### src/hw/axi_mem_consts.svh
// Width and depth constants of the banked AXI memory slave, included by the package and RTL
`ifndef AXI_MEM_CONSTS_SVH
`define AXI_MEM_CONSTS_SVH

// AXI side
`define AXI_MEM_ADDR_WIDTH 16
`define AXI_MEM_DATA_WIDTH 32
`define AXI_MEM_ID_WIDTH   4
`define AXI_MEM_LEN_WIDTH  8
`define AXI_MEM_SIZE_WIDTH 3  // log2 of bytes per beat

// Memory side
`define AXI_MEM_NUM_BANKS  2
`define AXI_MEM_BUF_DEPTH  2  // Requests in flight and FIFO depth

`endif

### src/hw/axi_mem_pkg.sv
// Channel, metadata and memory request types shared by all blocks of the AXI memory slave
`include "axi_mem_consts.svh"

package axi_mem_pkg;

  typedef logic [`AXI_MEM_ADDR_WIDTH-1:0]                      addr_t;
  typedef logic [`AXI_MEM_DATA_WIDTH-1:0]                      data_t;
  typedef logic [`AXI_MEM_DATA_WIDTH/8-1:0]                    strb_t;
  typedef logic [`AXI_MEM_ID_WIDTH-1:0]                        id_t;
  typedef logic [`AXI_MEM_LEN_WIDTH-1:0]                       len_t;
  typedef logic [`AXI_MEM_SIZE_WIDTH-1:0]                      size_t;
  typedef logic [`AXI_MEM_DATA_WIDTH/`AXI_MEM_NUM_BANKS-1:0]   bank_data_t;
  typedef logic [`AXI_MEM_DATA_WIDTH/`AXI_MEM_NUM_BANKS/8-1:0] bank_strb_t;

  // AR and AW, INCR bursts only
  typedef struct packed {
    addr_t addr;
    id_t   id;
    len_t  len;
    size_t size;
  } ax_chan_t;

  typedef struct packed {
    data_t data;
    strb_t strb;
    logic  last;
  } w_chan_t;

  // Responses are always OKAY so no resp field
  typedef struct packed {
    data_t data;
    id_t   id;
    logic  last;
  } r_chan_t;

  typedef struct packed {
    id_t id;
  } b_chan_t;

  // One entry per issued beat, waits for the memory response
  typedef struct packed {
    addr_t addr;
    id_t   id;
    logic  last;
    logic  write;
  } meta_t;

  typedef struct packed {
    addr_t addr;
    data_t wdata;
    strb_t strb;
    logic  we;
  } mem_req_t;

  typedef struct packed {
    addr_t      addr;   // Byte address of the bank slice
    bank_data_t wdata;
    bank_strb_t strb;
    logic       we;
  } bank_req_t;

  typedef enum logic {
    SEL_READ  = 1'b0,
    SEL_WRITE = 1'b1
  } arb_sel_e;

endpackage

### src/hw/axi_mem_top.sv
// AXI memory slave top level, connects burst generators, arbiter, bank port and response tracker
`include "axi_mem_consts.svh"

module axi_mem_top import axi_mem_pkg::*; (
  input  logic                                clk_i,
  input  logic                                rst_ni,
  output logic                                busy_o,
  input  logic                                ar_valid_i,
  output logic                                ar_ready_o,
  input  ax_chan_t                            ar_i,
  input  logic                                aw_valid_i,
  output logic                                aw_ready_o,
  input  ax_chan_t                            aw_i,
  input  logic                                w_valid_i,
  output logic                                w_ready_o,
  input  w_chan_t                             w_i,
  output logic                                r_valid_o,
  input  logic                                r_ready_i,
  output r_chan_t                             r_o,
  output logic                                b_valid_o,
  input  logic                                b_ready_i,
  output b_chan_t                             b_o,
  output logic       [`AXI_MEM_NUM_BANKS-1:0] bank_req_o,
  output bank_req_t  [`AXI_MEM_NUM_BANKS-1:0] bank_o,
  input  logic       [`AXI_MEM_NUM_BANKS-1:0] bank_gnt_i,
  input  logic       [`AXI_MEM_NUM_BANKS-1:0] bank_rvalid_i,
  input  bank_data_t [`AXI_MEM_NUM_BANKS-1:0] bank_rdata_i
);

  logic     rd_valid, rd_in_burst, rd_take;
  logic     wr_valid, wr_in_burst, wr_take;
  meta_t    rd_beat, wr_beat, meta;
  mem_req_t mem_req;
  logic     issue, meta_room, mem_ready;
  logic     resp_valid, resp_pop;
  data_t    resp_data;

  assign busy_o = ar_valid_i | aw_valid_i | w_valid_i | r_valid_o | b_valid_o |
                  rd_in_burst | wr_in_burst;

  axi_rd_burst u_rd_burst (
    .clk_i, .rst_ni, .ar_valid_i, .ar_ready_o, .ar_i,
    .beat_valid_o (rd_valid),
    .beat_o       (rd_beat),
    .take_i       (rd_take),
    .in_burst_o   (rd_in_burst)
  );

  axi_wr_burst u_wr_burst (
    .clk_i, .rst_ni, .aw_valid_i, .aw_ready_o, .aw_i, .w_valid_i, .w_ready_o,
    .beat_valid_o (wr_valid),
    .beat_o       (wr_beat),
    .take_i       (wr_take),
    .in_burst_o   (wr_in_burst)
  );

  rw_arbiter u_arbiter (
    .clk_i, .rst_ni, .w_i,
    .rd_valid_i    (rd_valid),
    .rd_beat_i     (rd_beat),
    .rd_in_burst_i (rd_in_burst),
    .wr_valid_i    (wr_valid),
    .wr_beat_i     (wr_beat),
    .wr_in_burst_i (wr_in_burst),
    .meta_room_i   (meta_room),
    .mem_ready_i   (mem_ready),
    .rd_take_o     (rd_take),
    .wr_take_o     (wr_take),
    .issue_o       (issue),
    .meta_o        (meta),
    .mem_req_o     (mem_req)
  );

  mem_port u_mem_port (
    .clk_i, .rst_ni, .bank_req_o, .bank_o, .bank_gnt_i, .bank_rvalid_i, .bank_rdata_i,
    .issue_i      (issue),
    .req_i        (mem_req),
    .mem_ready_o  (mem_ready),
    .resp_valid_o (resp_valid),
    .resp_data_o  (resp_data),
    .resp_pop_i   (resp_pop)
  );

  resp_tracker u_resp_tracker (
    .clk_i, .rst_ni, .r_valid_o, .r_ready_i, .r_o, .b_valid_o, .b_ready_i, .b_o,
    .issue_i      (issue),
    .meta_i       (meta),
    .meta_room_o  (meta_room),
    .resp_valid_i (resp_valid),
    .resp_data_i  (resp_data),
    .resp_pop_o   (resp_pop)
  );

endmodule

### src/hw/axi_rd_burst.sv
// Read burst address generator, turns one AR into a stream of beat metadata for the arbiter
module axi_rd_burst import axi_mem_pkg::*; (
  input  logic     clk_i,
  input  logic     rst_ni,
  input  logic     ar_valid_i,
  output logic     ar_ready_o,
  input  ax_chan_t ar_i,
  output logic     beat_valid_o,
  output meta_t    beat_o,
  input  logic     take_i,
  output logic     in_burst_o
);

  len_t  cnt_q, cnt_d;   // Beats left after the current one
  addr_t addr_q, addr_d; // Aligned address of the last issued beat
  addr_t next_addr;
  id_t   id_q;
  size_t size_q;

  assign next_addr  = addr_q + (addr_t'(1) << size_q);
  assign in_burst_o = (cnt_q != '0);

  always_comb begin
    ar_ready_o   = 1'b0;
    beat_valid_o = 1'b0;
    beat_o       = '{addr: next_addr, id: id_q, last: (cnt_q == len_t'(1)), write: 1'b0};
    cnt_d        = cnt_q;
    addr_d       = addr_q;
    if (in_burst_o) begin
      beat_valid_o = 1'b1;
      if (take_i) begin
        cnt_d  = cnt_q - len_t'(1);
        addr_d = next_addr;
      end
    end else if (ar_valid_i) begin
      // First beat keeps the unaligned address
      beat_valid_o = 1'b1;
      beat_o       = '{addr: ar_i.addr, id: ar_i.id, last: (ar_i.len == '0), write: 1'b0};
      if (take_i) begin
        ar_ready_o = 1'b1;
        cnt_d      = ar_i.len;
        addr_d     = ar_i.addr & ~((addr_t'(1) << ar_i.size) - addr_t'(1));
      end
    end
  end

  always_ff @(posedge clk_i or negedge rst_ni) begin
    if (!rst_ni) begin
      cnt_q <= '0;
    end else begin
      cnt_q <= cnt_d;
    end
  end

  always_ff @(posedge clk_i) begin
    addr_q <= addr_d;
    if (ar_ready_o) begin
      id_q   <= ar_i.id;
      size_q <= ar_i.size;
    end
  end

endmodule

### src/hw/axi_wr_burst.sv
// Write burst address generator, pairs AW with W beats and offers one beat at a time
module axi_wr_burst import axi_mem_pkg::*; (
  input  logic     clk_i,
  input  logic     rst_ni,
  input  logic     aw_valid_i,
  output logic     aw_ready_o,
  input  ax_chan_t aw_i,
  input  logic     w_valid_i,
  output logic     w_ready_o,
  output logic     beat_valid_o,
  output meta_t    beat_o,
  input  logic     take_i,
  output logic     in_burst_o
);

  len_t  cnt_q, cnt_d;
  addr_t addr_q, addr_d;
  addr_t next_addr;
  id_t   id_q;
  size_t size_q;

  assign next_addr  = addr_q + (addr_t'(1) << size_q);
  assign in_burst_o = (cnt_q != '0);

  always_comb begin
    aw_ready_o   = 1'b0;
    w_ready_o    = 1'b0;
    beat_valid_o = 1'b0;
    beat_o       = '{addr: next_addr, id: id_q, last: (cnt_q == len_t'(1)), write: 1'b1};
    cnt_d        = cnt_q;
    addr_d       = addr_q;
    if (in_burst_o) begin
      beat_valid_o = w_valid_i;  // Paced by W
      if (w_valid_i && take_i) begin
        w_ready_o = 1'b1;
        cnt_d     = cnt_q - len_t'(1);
        addr_d    = next_addr;
      end
    end else if (aw_valid_i && w_valid_i) begin
      beat_valid_o = 1'b1;
      beat_o       = '{addr: aw_i.addr, id: aw_i.id, last: (aw_i.len == '0), write: 1'b1};
      if (take_i) begin
        aw_ready_o = 1'b1;
        w_ready_o  = 1'b1;
        cnt_d      = aw_i.len;
        addr_d     = aw_i.addr & ~((addr_t'(1) << aw_i.size) - addr_t'(1));
      end
    end
  end

  always_ff @(posedge clk_i or negedge rst_ni) begin
    if (!rst_ni) begin
      cnt_q <= '0;
    end else begin
      cnt_q <= cnt_d;
    end
  end

  always_ff @(posedge clk_i) begin
    addr_q <= addr_d;
    if (aw_ready_o) begin
      id_q   <= aw_i.id;
      size_q <= aw_i.size;
    end
  end

endmodule

### src/hw/mem_port.sv
// Banked memory port, splits each request over the banks and reassembles the answers in order
`include "axi_mem_consts.svh"

module mem_port import axi_mem_pkg::*; (
  input  logic                                  clk_i,
  input  logic                                  rst_ni,
  input  logic                                  issue_i,
  input  mem_req_t                              req_i,
  output logic                                  mem_ready_o,
  output logic       [`AXI_MEM_NUM_BANKS-1:0]   bank_req_o,
  output bank_req_t  [`AXI_MEM_NUM_BANKS-1:0]   bank_o,
  input  logic       [`AXI_MEM_NUM_BANKS-1:0]   bank_gnt_i,
  input  logic       [`AXI_MEM_NUM_BANKS-1:0]   bank_rvalid_i,
  input  bank_data_t [`AXI_MEM_NUM_BANKS-1:0]   bank_rdata_i,
  output logic                                  resp_valid_o,
  output data_t                                 resp_data_o,
  input  logic                                  resp_pop_i
);

  localparam int unsigned NUM_BANKS   = `AXI_MEM_NUM_BANKS;
  localparam int unsigned BUF_DEPTH   = `AXI_MEM_BUF_DEPTH;
  localparam int unsigned BANK_BYTES  = `AXI_MEM_DATA_WIDTH / 8 / NUM_BANKS;
  localparam int unsigned BANK_BITS   = 8 * BANK_BYTES;
  localparam int unsigned WORD_OFFSET = $clog2(`AXI_MEM_DATA_WIDTH / 8);
  localparam int unsigned CNT_WIDTH   = $clog2(BUF_DEPTH + 1);

  logic [CNT_WIDTH-1:0]  cnt_q;       // Issued, response not yet popped
  logic [NUM_BANKS-1:0]  hold_valid_q, rsp_valid_q, have;
  bank_req_t             hold_q [NUM_BANKS];
  bank_data_t            rsp_q  [NUM_BANKS];
  bank_req_t             new_req [NUM_BANKS];
  addr_t                 word_addr;
  data_t                 word;
  logic                  word_done, resp_empty;

  assign word_addr = (req_i.addr >> WORD_OFFSET) << WORD_OFFSET;

  for (genvar i = 0; i < NUM_BANKS; i++) begin : gen_bank
    assign new_req[i] = '{
      addr:  word_addr + addr_t'(i * BANK_BYTES),
      wdata: req_i.wdata[i*BANK_BITS +: BANK_BITS],
      strb:  req_i.strb[i*BANK_BYTES +: BANK_BYTES],
      we:    req_i.we
    };
    assign bank_req_o[i] = hold_valid_q[i] | issue_i;  // Fall-through
    assign bank_o[i]     = hold_valid_q[i] ? hold_q[i] : new_req[i];
    assign have[i]       = rsp_valid_q[i] | bank_rvalid_i[i];
  end

  always_comb begin
    for (int i = 0; i < NUM_BANKS; i++) begin
      word[i*BANK_BITS +: BANK_BITS] = rsp_valid_q[i] ? rsp_q[i] : bank_rdata_i[i];
    end
  end

  assign word_done = &have;

  // A partial answer also blocks issue so no bank can run a word ahead
  assign mem_ready_o = (cnt_q != CNT_WIDTH'(BUF_DEPTH)) && !(|hold_valid_q) && !(|rsp_valid_q);

  always_ff @(posedge clk_i or negedge rst_ni) begin
    if (!rst_ni) begin
      cnt_q        <= '0;
      hold_valid_q <= '0;
      rsp_valid_q  <= '0;
    end else begin
      if (issue_i && !resp_pop_i) begin
        cnt_q <= cnt_q + CNT_WIDTH'(1);
      end else if (resp_pop_i && !issue_i) begin
        cnt_q <= cnt_q - CNT_WIDTH'(1);
      end
      hold_valid_q <= bank_req_o & ~bank_gnt_i;
      rsp_valid_q  <= word_done ? '0 : have;
    end
  end

  always_ff @(posedge clk_i) begin
    for (int i = 0; i < NUM_BANKS; i++) begin
      if (!hold_valid_q[i]) begin
        hold_q[i] <= new_req[i];
      end
      if (bank_rvalid_i[i]) begin
        rsp_q[i] <= bank_rdata_i[i];
      end
    end
  end

  // Never overflows, cnt_q caps the words in flight at the depth
  sync_fifo #(
    .DEPTH (BUF_DEPTH),
    .WIDTH (`AXI_MEM_DATA_WIDTH)
  ) u_resp_fifo (
    .clk_i   (clk_i),
    .rst_ni  (rst_ni),
    .push_i  (word_done),
    .data_i  (word),
    .pop_i   (resp_pop_i),
    .full_o  (),
    .empty_o (resp_empty),
    .data_o  (resp_data_o)
  );

  assign resp_valid_o = !resp_empty;

endmodule

### src/hw/resp_tracker.sv
// Response tracker, pairs beat metadata with memory words and routes them to R or B
`include "axi_mem_consts.svh"

module resp_tracker import axi_mem_pkg::*; (
  input  logic    clk_i,
  input  logic    rst_ni,
  input  logic    issue_i,
  input  meta_t   meta_i,
  output logic    meta_room_o,
  input  logic    resp_valid_i,
  input  data_t   resp_data_i,
  output logic    resp_pop_o,
  output logic    r_valid_o,
  input  logic    r_ready_i,
  output r_chan_t r_o,
  output logic    b_valid_o,
  input  logic    b_ready_i,
  output b_chan_t b_o
);

  meta_t head;
  logic  meta_full, meta_empty;
  logic  both;

  sync_fifo #(
    .DEPTH (`AXI_MEM_BUF_DEPTH),
    .WIDTH ($bits(meta_t))
  ) u_meta_fifo (
    .clk_i   (clk_i),
    .rst_ni  (rst_ni),
    .push_i  (issue_i),
    .data_i  (meta_i),
    .pop_i   (resp_pop_o),
    .full_o  (meta_full),
    .empty_o (meta_empty),
    .data_o  (head)
  );

  assign meta_room_o = !meta_full;
  assign both        = resp_valid_i && !meta_empty;

  assign r_valid_o = both && !head.write;
  assign b_valid_o = both && head.write && head.last;

  // Writes that are not the last beat vanish here
  assign resp_pop_o = (r_valid_o && r_ready_i) || (b_valid_o && b_ready_i) ||
                      (both && head.write && !head.last);

  assign r_o = '{data: resp_data_i, id: head.id, last: head.last};
  assign b_o = '{id: head.id};

endmodule

### src/hw/rw_arbiter.sv
// Read/write beat arbiter, picks one beat per issue and forms the memory request from it
module rw_arbiter import axi_mem_pkg::*; (
  input  logic     clk_i,
  input  logic     rst_ni,
  input  logic     rd_valid_i,
  input  meta_t    rd_beat_i,
  input  logic     rd_in_burst_i,
  input  logic     wr_valid_i,
  input  meta_t    wr_beat_i,
  input  logic     wr_in_burst_i,
  input  w_chan_t  w_i,
  input  logic     meta_room_i,
  input  logic     mem_ready_i,
  output logic     rd_take_o,
  output logic     wr_take_o,
  output logic     issue_o,
  output meta_t    meta_o,
  output mem_req_t mem_req_o
);

  arb_sel_e sel_q, sel_d;
  logic     lock_q, lock_d;
  logic     arb_valid;
  logic     room;

  assign room = meta_room_i & mem_ready_i;

  always_comb begin
    sel_d = sel_q;
    if (lock_q) begin
      sel_d = sel_q;  // Held until the chosen beat issues
    end else if (wr_valid_i && !rd_valid_i) begin
      sel_d = SEL_WRITE;
    end else if (rd_valid_i && !wr_valid_i) begin
      sel_d = SEL_READ;
    end else if (wr_valid_i && rd_valid_i) begin
      if (wr_beat_i.last && !rd_beat_i.last) begin
        sel_d = SEL_WRITE;  // Single write goes before a read burst
      end else if (wr_in_burst_i) begin
        sel_d = SEL_WRITE;  // Write bursts cannot interleave
      end else if (rd_in_burst_i) begin
        sel_d = SEL_READ;
      end else begin
        sel_d = (sel_q == SEL_READ) ? SEL_WRITE : SEL_READ;
      end
    end
  end

  assign arb_valid = (sel_d == SEL_WRITE) ? wr_valid_i : rd_valid_i;
  assign issue_o   = arb_valid & room;
  assign rd_take_o = issue_o & (sel_d == SEL_READ);
  assign wr_take_o = issue_o & (sel_d == SEL_WRITE);
  assign meta_o    = (sel_d == SEL_WRITE) ? wr_beat_i : rd_beat_i;

  // W payload only matters for writes
  assign mem_req_o = '{
    addr:  meta_o.addr,
    wdata: w_i.data,
    strb:  meta_o.write ? w_i.strb : '0,
    we:    meta_o.write
  };

  assign lock_d = lock_q ? !issue_o : (arb_valid && !room);

  always_ff @(posedge clk_i or negedge rst_ni) begin
    if (!rst_ni) begin
      sel_q  <= SEL_READ;
      lock_q <= 1'b0;
    end else begin
      sel_q  <= sel_d;
      lock_q <= lock_d;
    end
  end

endmodule

### src/hw/sync_fifo.sv
// Fall-through ring buffer FIFO, holds metadata and memory responses in the AXI memory slave
module sync_fifo #(
  parameter int unsigned DEPTH = 2,
  parameter int unsigned WIDTH = 8
) (
  input  logic             clk_i,
  input  logic             rst_ni,
  input  logic             push_i,
  input  logic [WIDTH-1:0] data_i,
  input  logic             pop_i,
  output logic             full_o,
  output logic             empty_o,
  output logic [WIDTH-1:0] data_o
);

  localparam int unsigned PTR_WIDTH = (DEPTH > 1) ? $clog2(DEPTH) : 1;
  localparam int unsigned CNT_WIDTH = $clog2(DEPTH + 1);

  logic [WIDTH-1:0]     mem_q [DEPTH];
  logic [PTR_WIDTH-1:0] wr_ptr_q, rd_ptr_q;
  logic [CNT_WIDTH-1:0] cnt_q;
  logic                 bypass, do_push, do_pop;

  assign full_o  = (cnt_q == CNT_WIDTH'(DEPTH));
  assign empty_o = (cnt_q == '0) && !push_i;
  assign data_o  = (cnt_q == '0) ? data_i : mem_q[rd_ptr_q];

  // Word pushed into an empty FIFO and popped at once never gets stored
  assign bypass  = (cnt_q == '0) && push_i && pop_i;
  assign do_push = push_i && !full_o && !bypass;
  assign do_pop  = pop_i && (cnt_q != '0);

  always_ff @(posedge clk_i or negedge rst_ni) begin
    if (!rst_ni) begin
      wr_ptr_q <= '0;
      rd_ptr_q <= '0;
      cnt_q    <= '0;
    end else begin
      if (do_push) begin
        wr_ptr_q <= (wr_ptr_q == PTR_WIDTH'(DEPTH - 1)) ? '0 : wr_ptr_q + PTR_WIDTH'(1);
      end
      if (do_pop) begin
        rd_ptr_q <= (rd_ptr_q == PTR_WIDTH'(DEPTH - 1)) ? '0 : rd_ptr_q + PTR_WIDTH'(1);
      end
      if (do_push && !do_pop) begin
        cnt_q <= cnt_q + CNT_WIDTH'(1);
      end else if (do_pop && !do_push) begin
        cnt_q <= cnt_q - CNT_WIDTH'(1);
      end
    end
  end

  always_ff @(posedge clk_i) begin
    if (do_push) begin
      mem_q[wr_ptr_q] <= data_i;
    end
  end

endmodule

### config.mk
export PLATFORM = sky130hd
export DESIGN_NAME = axi_mem_top
export DESIGN_NICKNAME = d
export VERILOG_FILES = /design/src/hw/axi_mem_pkg.sv /design/src/hw/axi_mem_top.sv /design/src/hw/axi_rd_burst.sv /design/src/hw/axi_wr_burst.sv /design/src/hw/mem_port.sv /design/src/hw/resp_tracker.sv /design/src/hw/rw_arbiter.sv /design/src/hw/sync_fifo.sv
export VERILOG_INCLUDE_DIRS = /design/src /design/src/hw
export SDC_FILE = /design/constraint.sdc
export NUM_CORES = 1
export LEC_CHECK = 0
export BUFFER_PORTS_ARGS = -buffer_cell sky130_fd_sc_hd__buf_2
export CORE_MARGIN = 2
export CORE_UTILIZATION = 45
export CTS_CLUSTER_SIZE = 12
export DETAILED_ROUTE_END_ITERATION = 16
export HOLD_SLACK_MARGIN = 0.12
export PLACE_DENSITY = 0.8
export SETUP_SLACK_MARGIN = 0.15
export SYNTH_ARGS = -nofsm -noshare
export SYNTH_HDL_FRONTEND = slang
export SYNTH_SLANG_ARGS = --single-unit
export TNS_END_PERCENT = 100
### constraint.sdc
create_clock -name clk_i -period 4 [get_ports clk_i]
set_input_delay 0.4 -clock clk_i [delete_from_list [all_inputs] [get_ports clk_i]]
set_output_delay 0.4 -clock clk_i [all_outputs]
set_load 0.005 [all_outputs]
**Yosys cells after proc, flatten, opt, wreduce, memory -nomap -nowiden**

Memories as Yosys holds them, arrays and structs flattened.
Cells that the tools add are included.
W data, S select, Z words.

- Add/subtract/negate cells: 17
- Equal/unequal tests: 6
- Shift-type cells: 4
- Multiplexer cells: 71
- Bitwise operators: 21
- Reductions and logical operators: 76

Operator list:

| operator | count |
|---|---|
| $mux W16 | 10 |
| $mux W22 | 5 |
| $mux W35 | 2 |
| $mux W8 | 8 |
| $shl A1 B3 Y16 const A | 4 |
| $mux W1 | 36 |
| $logic_and A1 B1 Y1 | 34 |
| $add A16 B16 Y16 | 2 |
| $and A16 B16 Y16 | 2 |
| $mux W32 | 1 |
| $not A16 Y16 | 2 |
| $sub A16 B1 Y16 const B | 2 |
| $logic_not A1 Y1 | 21 |
| $add A16 B2 Y16 const B | 1 |
| $eq A8 B1 Y1 const B | 2 |
| $logic_not A8 Y1 | 2 |
| $reduce_bool A2 Y1 | 8 |
| $reduce_bool A8 Y1 | 2 |
| $sub A8 B1 Y8 const B | 2 |
| $mux W2 | 7 |
| $or A1 B1 Y1 | 10 |
| $add A2 B1 Y2 const B | 3 |
| $mux W6 | 1 |
| $sub A2 B1 Y2 const B | 3 |
| 14 further kinds | 25 |

- Register bits: 78
- Bits in writable memories: 210
- Bits of input ports: 142
- Output and inout bits: 119
- Word-level logic and storage cells: 218
- Memories: 4

Memories:

| memory | depth | bits a word | rd ports | clocked after memory_dff | write ports | line | RTL |
|---|---|---|---|---|---|---|---|
| u_mem_port.hold_q | 2 | 35 | 2 | 0 | 2 | mem_port.sv:29 | `bank_req_t hold_q [NUM_BANKS];` |
| u_mem_port.u_resp_fifo.mem_q | 2 | 32 | 1 | 0 | 1 | sync_fifo.sv:19 | `logic [WIDTH-1:0] mem_q [DEPTH];` |
| u_resp_tracker.u_meta_fifo.mem_q | 2 | 22 | 1 | 0 | 1 | sync_fifo.sv:19 |  |
| u_mem_port.rsp_q | 2 | 16 | 2 | 0 | 2 | mem_port.sv:30 | `bank_data_t rsp_q [NUM_BANKS];` |

**Depth between registers and ports, before layout**

Gate-level depths: netlist of run 1.

- Depth in word-level cells: 29
- Gate-level depth with buffers: 14
- Depth with buffers taken out: 14

**By module**

Synthesis of run 1 repeated with hierarchy kept, for this count alone.

- Cells, all modules: 1300
- Area, all modules: 14666.6 µm²

Modules (own cells, without submodules):

| module | instances | cells an instance | area each (µm²) | seq. area each (µm²) |
|---|---|---|---|---|
| mem_port | 1 | 240 | 3792.4 | 2472.4 |
| sync_fifo at u_mem_port.u_resp_fifo | 1 | 192 | 2815.2 | 2021.9 |
| axi_wr_burst | 1 | 300 | 2483.6 | 890.9 |
| axi_rd_burst | 1 | 278 | 2347.3 | 890.9 |
| sync_fifo at u_resp_tracker.u_meta_fifo | 1 | 139 | 2016.9 | 1421.4 |
| rw_arbiter | 1 | 104 | 874.6 | 50.0 |
| resp_tracker | 1 | 44 | 321.6 | 0.0 |
| axi_mem_top | 1 | 3 | 15.0 | 0.0 |

**Worst setup path before layout of run 1**

No wires, ideal clock.

- Path type: register -> register
- From: reg u_wr_burst.cnt_q[0]
- To: mem u_mem_port.u_resp_fifo.mem_q[0][0] (netlist bit) (enable)
- Library setup time: 0.425 ns
- Data arrival time: 3.834 ns
- Data required time: 3.575 ns
- Path slack: -0.259 ns
- Stages on the path, launching flop included: 11
- Buffers on the path: 0
- Period minus slack after synthesis: 4.259 ns
- Cells stage by stage: dfrtp_1 -> inv_1 -> ha_1 -> or4b_1 -> o21ai_2 -> a21o_2 -> o211a_1 -> o22ai_2 -> mux2_4 -> a31oi_4 -> nor2b_1

- Longest elaborated chain between the ends: 25
- Elaborated cells on any way between the ends: 39
- Classes of those cells: eq/ne: 1; mux: 14; bitwise: 1; reduce/logical: 23

RTL lines:

| element | line | RTL |
|---|---|---|
| start, declared | axi_wr_burst.sv:16 | `len_t cnt_q, cnt_d;` |
| start signal, assigned | axi_wr_burst.sv:55 | `cnt_q <= cnt_d;` |
| $eq A8 B1 Y1 | axi_wr_burst.sv:29 | `beat_o = '{addr: next_addr, id: id_q, last: (cnt_q == len_t'(1)), write: 1'b1};` |
| $mux W22 | axi_wr_burst.sv:39 | `end else if (aw_valid_i && w_valid_i) begin` |
| $mux W22 | axi_wr_burst.sv:32 | `if (in_burst_o) begin` |
| $logic_and A1 B1 Y1 | rw_arbiter.sv:37 | `if (wr_beat_i.last && !rd_beat_i.last) begin` |
| $mux W1 | rw_arbiter.sv:37 |  |
| $mux W1 | rw_arbiter.sv:36 | `end else if (wr_valid_i && rd_valid_i) begin` |
| $mux W1 | rw_arbiter.sv:34 | `end else if (rd_valid_i && !wr_valid_i) begin` |
| $mux W1 | rw_arbiter.sv:32 | `end else if (wr_valid_i && !rd_valid_i) begin` |
| (+10 left out) | -- |  |
| $logic_or A1 B1 Y1 | resp_tracker.sv:46 | `assign resp_pop_o = (r_valid_o && r_ready_i) \|\| (b_valid_o && b_ready_i) \|\|` |
| $logic_or A1 B1 Y1 (*) | resp_tracker.sv:46 |  |
| $logic_and A1 B1 Y1 (*) | sync_fifo.sv:29 | `assign bypass = (cnt_q == '0) && push_i && pop_i;` |
| $logic_not A1 Y1 (*) | sync_fifo.sv:30 | `assign do_push = push_i && !full_o && !bypass;` |
| $logic_and A1 B1 Y1 (*) | sync_fifo.sv:30 |  |
| net u_mem_port.u_resp_fifo.do_push | sync_fifo.sv:22 | `logic bypass, do_push, do_pop;` |
| $mux W1 (*) | sync_fifo.sv:54 | `if (do_push) begin` |
| $mux W1 (not written as such) (*) | sync_fifo.sv:55 | `mem_q[wr_ptr_q] <= data_i;` |
| end, declared | sync_fifo.sv:19 |  |

The timed path passes the listed nets; every way through them passes the cells marked *.

==> impl_metrics.sql, run 1 <==
INSERT INTO impl_metrics (metric_group, metric, value, unit) VALUES
('status', 'failed_checks', 'negative setup slack', ''),
('timing', 'worstMarginPinSlew', '1.03', 'ns'),
('timing', 'post-route-min-period', '4.06', 'ns'),
('yosys', 'synth_area_per_cell', '11.1', 'um^2'),
('yosys', 'yosys.area.top_type', 'edfxtp_1', ''),
('timing', 'setup-violations-final', '3', ''),
('final_layout', 'syn2layout_area_growth', '35.3', '%'),
('global_route', 'global_route_wire_length_before_repair', '54.0', 'mm'),
('timing', 'rsz_0062_raised_after_global_routing', 'yes', ''),
('global_route', 'grt_antenna_before_repair', '2', ''),
('global_route', 'global_route.peak_usage_layer', 'met2', ''),
('worst_setup_path', 'cp-end-kind', 'output pin', ''),
('timing', 'max_freq', '0.246', 'GHz'),
('routing', 'avgViaCountPerCell', '5.57', ''),
('yosys', 'yosysMostFrequentCell', 'edfxtp_1', ''),
('pwr', 'share_clk_of_total_power', '0.217', ''),
('min_path', 'hp-class', 'input pin to flip-flop', ''),
('pwr', 'power.switching_fraction', '0.365', ''),
('pwr', 'pwr_density_cell', '682', 'nW/um^2'),
('place', 'pre_cts_ws', '-0.0104', 'ns'),
('worst_setup_path', 'max_stage_delay', '0.45', 'ns'),
('pwr', 'intPower', '7.31', 'mW'),
('worst_setup_path', 'critical_path.cell_chain', 'nor3_2, ha_2, inv_2, fa_2, nor2b_2, o21ai_2, a21boi_2, o221ai_4, a2111oi_4, xnor2_1, mux2i_1, o221ai_1, buf_2', ''),
('yosys', 'post_synth_inst_count', '1125', ''),
('final_layout', 'finish.utilization', '0.623', ''),
('pwr', 'power.ir.vdd_worst', '0.000430', 'V'),
('yosys', 'synth-edff-count', '154', ''),
('routing', 'drt_iter0_markers', '936', ''),
('global_route', 'routing_usage_on_met3', '0.0354', ''),
('worst_setup_path', 'worstReg2RegStart', 'u_wr_burst.size_q[2]$_DFFE_PP_', ''),
('pwr', 'combPwrFrac', '0.426', ''),
('clocking', 'cts_tree', 'done', ''),
('timing', 'max_slew_margin', '0.311', ''),
('yosys', 'synthesis_warnings', '0', ''),
('die', 'rows', '60', ''),
('yosys', 'synth.yosys.seq_area_share', '0.547', ''),
('yosys', 'post_synthesis_sequential_element_count', '256', ''),
('pwr', 'p_total', '11.5', 'mW'),
('global_route', 'grtUsageMet2', '0.399', ''),
('timing', 'finalMaxSlewViolations', '0', ''),
('worst_setup_path', 'crit_required', '3.60', 'ns'),
('routing', 'ant_nets', '0', ''),
('die', 'initial_utilization', '0.460', ''),
('global_route', 'gr-usage-all-layers', '0.235', ''),
('worst_setup_path', 'cp_launch_point', 'u_wr_burst.size_q[2]$_DFFE_PP_', ''),
('pwr', 'power_share_of_the_sequential_group', '0.358', ''),
('status', 'run_status', 'finished with violations', ''),
('die', 'dieWidth', '171', 'um'),
('clocking', 'max_root_sink_buffers', '3', ''),
('worst_setup_path', 'r2r.worst_path.cells', '22', ''),
('global_route', 'met1_demand_to_capacity_share_in_global_routing', '0.301', ''),
('pwr', 'power.switching', '4.20', 'mW'),
('die', 'num_io_pins', '261', ''),
('worst_setup_path', 'critPathArrivalTime', '3.66', 'ns'),
('min_path', 'worst_min_path_start', 'aw_i[1]', ''),
('worst_setup_path', 'setup.worst_path.class', 'flip-flop to output pin', ''),
('place', 'place_hpwl', '22.9', 'mm'),
('clocking', 'cts.root.buffer_cell', 'clkbuf_16', ''),
('clocking', 'cts.htree.levels', '1', ''),
('global_route', 'grt_pass1_vias', '10397', ''),
('die', 'die_area', '29100', 'um^2'),
('worst_setup_path', 'crit_fanout', '5', ''),
('flow_run', 'max-cap-violations', '0', ''),
('yosys', 'unique_masters_post_synth', '77', ''),
('place', 'portBuffers', '259', ''),
('routing', 'post_drt_wl_per_cell', '19.1', 'um'),
('timing', 'final_critical_path_setup_slack', '-0.0605', 'ns'),
('pwr', 'power.leakage', '6.96', 'nW'),
('yosys', 'syn_area', '12500', 'um^2'),
('timing', 'final.hold.worst_slack', '0.154', 'ns'),
('routing', 'dr.pass1.iters', '6', '');
## how the worst max path moves through the flow
stage | cells past startpoint | to
final | 13 | bank_o[68]
after global routing | 13 | bank_o[68]
after CTS | 13 | bank_o[68]
after detailed placement | 11 | bank_o[29]
after global placement | 11 | bank_o[31]
after floorplan | 10 | u_mem_port.u_resp_fifo.mem_q[0][0]$_DFFE_PP_
## through the flow
| stage | cell area (um^2) | TNS (ns) | std cells |
|---|---|---|---|
| after floorplan | 12500 | 0 | 1125 |
| after global placement | 14200 | 0 | 1726 |
| after detailed placement | 14200 | -0.0104 | 1726 |
| after CTS | 16400 | 0 | 1890 |
| after global routing | 16900 | -1.75 | 1911 |
| final | 16900 | -0.142 | 1912 |
## layout by cell type (no fill, tap or decap), types with 7 or more instances in the layout
| master | netlist | final |
|---|---|---|
| nor2_1 | 71 | 65 |
| buf_2 | 8 | 256 |
| o21ai_0 | 89 | 74 |
| dfxtp_1 | 70 | 70 |
| mux2_2 | 78 | 74 |
| o21a_1 | 7 | 7 |
| clkbuf_16 | 0 | 30 |
| and2_1 | 9 | 8 |
| o21ai_1 | 1 | 13 |
| or2_2 | 9 | 8 |
| a21oi_1 | 52 | 47 |
| xor2_1 | 16 | 16 |
| o211ai_1 | 9 | 9 |
| ha_1 | 29 | 21 |
| nor3_1 | 22 | 17 |
| xnor2_1 | 17 | 16 |
| nand3_1 | 19 | 19 |
| dfrtp_1 | 32 | 29 |
| or3_1 | 10 | 8 |
| buf_4 | 4 | 62 |
| a31oi_1 | 8 | 8 |
| dlygate4sd3_1 | 0 | 81 |
| buf_6 | 0 | 13 |
| edfxtp_1 | 154 | 154 |
| and3_1 | 14 | 13 |
| nand2_1 | 141 | 139 |
| inv_1 | 40 | 37 |
| clkbuf_1 | 32 | 12 |
| mux2i_1 | 54 | 49 |
## registers in the layout (all words and copies together), names as in the netlist, 8 cells and up, named ones only
register / flops
u_rd_burst.addr_q: 16
u_mem_port.rsp_q: 32
u_wr_burst.addr_q: 16
u_mem_port.hold_q: 70
u_rd_burst.cnt_q: 8
u_resp_tracker.u_meta_fifo.mem_q: 12
u_wr_burst.cnt_q: 8
u_mem_port.u_resp_fifo.mem_q: 64
## power groups by stage
stage               logic [mW]  registers, mW  clock network, mW
CTS                       4.55           4.08               2.52
finish                    4.90           4.12               2.50
detailed placement        4.20           4.13                  0
global placement          4.08           4.09                  0
floorplan                 2.78           3.92                  0
global route              5.31           4.19               2.62
## cell type report
type	instances	area, um^2
fill	1995	10200
sequential	256	6830
multi-input combinational	774	5780
timing repair buffer	414	2760
clock buffer	45	837
tap	372	465
inverter	41	156
clock inverter	7	51.3
antenna	3	7.51
## routing by layer
metal / vias to the layer above / wire (um)
met2: 491 / 17900
met1: 5134 / 14800
li1: 4912 / -
met3: 105 / 2350
met5: - / 0
met4: 0 / 1480
## cells by family after synthesis
logic type               synth area share
adder cells (fa/ha/maj)            0.0323
XOR/XNOR                           0.0232
AND/OR/NAND/NOR                     0.131
multiplexers                        0.115
AO/OA/AOI/OAI                       0.121
flip-flops                          0.547
buffers and inverters              0.0306
## what timing repair did
| action | in CTS | in global routing |
|---|---|---|
| cloned | 1 | 0 |
| setup buffers | 30 | 19 |
| endpoints found under the hold margin | 112 | 0 |
| hold buffers | 81 | 0 |
| resized for setup | 58 | 76 |
| pin swaps | 29 | 19 |
| endpoints found under the setup margin | 37 | 44 |
## critical path: cells and delay by family (launching register included)
| family | cells | cell delay [ns] |
|---|---|---|
| AND/OR/NAND/NOR | 2 | 0.37 |
| AO/OA/AOI/OAI | 5 | 1.07 |
| flip-flops | 1 | 0.45 |
| adder cells (fa/ha/maj) | 2 | 0.57 |
| XOR/XNOR | 1 | 0.15 |
| multiplexers | 1 | 0.27 |
| buffers and inverters | 2 | 0.22 |
Note: power is estimated with default switching activity, not from simulation.
==> run 2: changes to the inputs <==
--- a/config.mk
+++ b/config.mk
@@ -12,7 +12,7 @@
 export CTS_CLUSTER_SIZE = 12
 export DETAILED_ROUTE_END_ITERATION = 16
 export HOLD_SLACK_MARGIN = 0.12
-export PLACE_DENSITY = 0.8
+export PLACE_DENSITY = 0.78
 export SETUP_SLACK_MARGIN = 0.15
 export SYNTH_ARGS = -nofsm -noshare
 export SYNTH_HDL_FRONTEND = slang
==> constraint.sdc (replaced) <==
create_clock -name clk_i -period 4.6 [get_ports clk_i]
set_input_delay 0.46 -clock clk_i [delete_from_list [all_inputs] [get_ports clk_i]]
set_output_delay 0.46 -clock clk_i [all_outputs]
set_load 0.005 [all_outputs]
==> run 2 against run 1 <==
The flow now finishes without violations. Clock skew is 0.0093 ns lower. Utilization is 5.5 points lower. Largest cell class unchanged. Flip-flop and latch count stayed put. Register-to-register slack better by 0.94 ns. Wire length is 13% lower. Sequential share of layout area is 3.9 points higher. Global-route usage is 2.2 points lower. Total power is 20% lower. Critical path type unchanged. Worst setup slack better by 0.36 ns. Clock power is 21% lower. Count of clock-buffer cells in the layout is 2 lower.
==> impl_metrics.sql, run 2 (synthesis results as in run 1) <==
INSERT INTO impl_metrics (metric_group, metric, value, unit) VALUES
('routing', 'post-route-drc-count', '0', ''),
('min_path', 'hp-class', 'input pin to flip-flop', ''),
('timing', 'final_critical_path_setup_slack', '0.297', 'ns'),
('worst_setup_path', 'cp_launch_point', 'u_wr_burst.size_q[1]$_DFFE_PP_', ''),
('final_layout', 'final_common_cell', 'buf_2', ''),
('timing', 'post-route-min-period', '4.30', 'ns'),
('final_layout', 'finish.utilization', '0.568', ''),
('final_layout', 'syn2layout_area_growth', '23.3', '%'),
('die', 'rows', '60', ''),
('worst_setup_path', 'max_stage_delay', '0.54', 'ns'),
('die', 'initial_utilization', '0.460', ''),
('timing', 'max_slew_margin', '0.313', ''),
('worst_setup_path', 'cp-end-kind', 'output pin', ''),
('worst_setup_path', 'cp_top_family', 'compound AO/OA/AOI/OAI gates', ''),
('routing', 'vias', '9750', ''),
('pwr', 'pwr_density_cell', '598', 'nW/um^2'),
('routing', 'post_drt_wl_per_cell', '17.6', 'um'),
('die', 'num_io_pins', '261', ''),
('place', 'pre_cts_ws', '0.531', 'ns'),
('worst_setup_path', 'setup.worst_path.class', 'flip-flop to output pin', ''),
('die', 'die_area', '29100', 'um^2'),
('flow_run', 'max-cap-violations', '0', ''),
('min_path', 'terminating_pin_of_the_worst_hold_path', 'u_mem_port.rsp_q[0][19]$_DFFE_PP_', ''),
('worst_setup_path', 'critical_path.cell_chain', 'or3b_2, fa_1, nor2b_1, o21ai_0, a21boi_2, o221ai_2, a211oi_2, xnor2_1, a2111oi_0, a221o_1, buf_2', ''),
('timing', 'final.hold.worst_slack', '0.135', 'ns'),
('timing', 'setup_total_negative_slack', '0', 'ns'),
('final_layout', 'largest_reg_by_ff_count', 'u_mem_port.hold_q', ''),
('global_route', 'globalRoute.totalOverflow', '0', ''),
('routing', 'avgViaCountPerCell', '5.39', ''),
('final_layout', 'top_regs', 'u_mem_port.hold_q (70), u_mem_port.u_resp_fifo.mem_q (64), u_mem_port.rsp_q (32)', ''),
('pwr', 'power.switching_fraction', '0.361', ''),
('pwr', 'power.ir.vdd_worst', '0.000347', 'V'),
('status', 'run_status', 'complete, no violations', ''),
('timing', 'setup-violations-final', '0', ''),
('pwr', 'power.switching', '3.32', 'mW'),
('final_layout', 'finalNetCount', '1587', ''),
('pwr', 'power.leakage', '6.35', 'nW'),
('clocking', 'max_root_sink_buffers', '3', ''),
('global_route', 'grt_pass1_vias', '9617', ''),
('place', 'gp_congestion', '0.886', ''),
('place', 'place_hpwl', '21.9', 'mm'),
('pwr', 'share_clk_of_total_power', '0.215', ''),
('clocking', 'clkSlewWorstSetupHoldPaths', '0.06', 'ns'),
('clocking', 'cts.htree.levels', '1', ''),
('clocking', 'cts.root.buffer_cell', 'clkbuf_16', ''),
('routing', 'ant_nets', '0', ''),
('worst_setup_path', 'cp_max_stage_cell', 'or3b_2', ''),
('pwr', 'power_share_of_the_sequential_group', '0.387', ''),
('final_layout', 'layout-drive-gt1-share', '0.308', ''),
('min_path', 'worst_min_path_start', 'bank_rdata_i[19]', ''),
('timing', 'hold_viol_final', '0', ''),
('min_path', 'hold-path-cell-count', '1', ''),
('die', 'die_h', '171', 'um'),
('place', 'portBuffers', '259', ''),
('timing', 'rsz_0062_raised_after_global_routing', 'yes', ''),
('timing', 'clock-skew-final', '0.0129', 'ns'),
('worst_setup_path', 'r2r.worst_path.cells', '7', ''),
('pwr', 'combPwrFrac', '0.398', ''),
('worst_setup_path', 'crit_fanout', '5', ''),
('routing', 'dr.pass1.iters', '5', ''),
('timing', 'final_min_period_over_clock_period', '0.935', ''),
('worst_setup_path', 'timing.rr.end', 'u_resp_tracker.u_meta_fifo.mem_q[0][3]$_DFFE_PP_', ''),
('routing', 'routed_wirelength', '31.8', 'mm'),
('worst_setup_path', 'crit_required', '4.14', 'ns'),
('global_route', 'grt_antenna_before_repair', '6', ''),
('clocking', 'numCtsBuffers', '27', ''),
('global_route', 'gr-usage-all-layers', '0.213', ''),
('worst_setup_path', 'critPathArrivalTime', '3.84', 'ns'),
('global_route', 'global_route_wire_length_before_repair', '49.0', 'mm'),
('clocking', 'clk_latency', '0.53', 'ns'),
('worst_setup_path', 'worstReg2RegStart', 'u_mem_port.rsp_valid_q[1]$_DFF_PN0_', ''),
('routing', 'drt_iter0_markers', '677', ''),
('worst_setup_path', 'critPathBufInv', '1', ''),
('clocking', 'clkSinkCount', '256', ''),
('clocking', 'cts_tree', 'done', ''),
('die', 'dieWidth', '171', 'um'),
('pwr', 'intPower', '5.88', 'mW'),
('timing', 'max_freq', '0.232', 'GHz'),
('die', 'floorplan.core_area', '27100', 'um^2'),
('global_route', 'grt_start_max_net_pins', '49', ''),
('worst_setup_path', 'r2r_slack', '0.96', 'ns'),
('worst_setup_path', 'start_kind', 'flip-flop', ''),
('timing', 'worstMarginPinSlew', '1.03', 'ns'),
('pwr', 'p_total', '9.19', 'mW'),
('final_layout', 'commonest_cells_after_routing_fill_and_taps_aside', '259 x buf_2, 154 x edfxtp_1, 140 x nand2_1', ''),
('final_layout', 'flip_flop_count_of_the_largest_register_all_copies_and_words_added', '70', ''),
('timing', 'finalMaxSlewViolations', '0', '');
[run 2: changes by cell type in the layout (fill, tap and decap cells not counted), moves of 4 or more]
cell,previous run,this run
ha_4,6,0
mux2_2,74,78
buf_6,13,0
mux2_4,5,1
ha_1,21,29
o21ai_1,13,2
nor3_1,17,21
dlygate4sd3_1,81,33
buf_4,62,22
nor2_2,4,0
o21ai_0,74,88
nor2_1,65,70
clkinv_2,1,5
[run 2: cell type report]
class / instances / area [um^2]
Antenna cell: 4 / 10.0
Inverter: 41 / 156
Tap cell: 372 / 465
Fill cell: 2228 / 11700
Multi-Input combinational cell: 774 / 5350
Timing Repair Buffer: 314 / 1790
Clock buffer: 43 / 746
Clock inverter: 6 / 32.5
Sequential cell: 256 / 6830
[run 2: how the worst max path moves through the flow]
stage / to / slack, ns / depth (start not counted)
after floorplan: u_mem_port.u_resp_fifo.mem_q[0][0]$_DFFE_PP_ / 0.34 / 10
after global placement: bank_o[68] / 0.61 / 11
after detailed placement: bank_o[33] / 0.53 / 11
after CTS: bank_o[60] / 0.26 / 12
after global routing: bank_o[29] / 0.11 / 11
final: bank_o[29] / 0.30 / 11
[run 2: timing repair]
action                                  4_1_cts  5_1_grt
endpoints found under the hold margin        63        1
pin swaps                                     0        3
hold buffers                                 32        1
gates cloned                                  0        0
buffers inserted                              0        5
endpoints found under the setup margin       17       28
resized for setup                             8       13
[run 2: power by group through the flow]
stage               Clock [mW]  Combinational [mW]  Sequential [mW]
detailed placement           0                3.60             3.59
global placement             0                3.50             3.56
global route              2.10                4.05             3.62
floorplan                    0                2.42             3.41
finish                    1.97                3.66             3.56
CTS                       2.00                3.65             3.55
[run 2: routing by layer]
metal  vias up  routed length [um]  global-route usage
met5         -                  30                   0
met4         4                1130              0.0877
met3        72                2440              0.0458
met2       400               15200               0.358
met1      4577               13000               0.267
li1       4697                   -                   -
[run 2: stage by stage]
step / std cells / instance area, um^2
2_1_floorplan: 1125 / 12500
3_3_place_gp: 1719 / 14200
3_5_place_dp: 1719 / 14200
4_1_cts: 1800 / 15300
5_1_grt: 1809 / 15400
6_report: 1810 / 15400
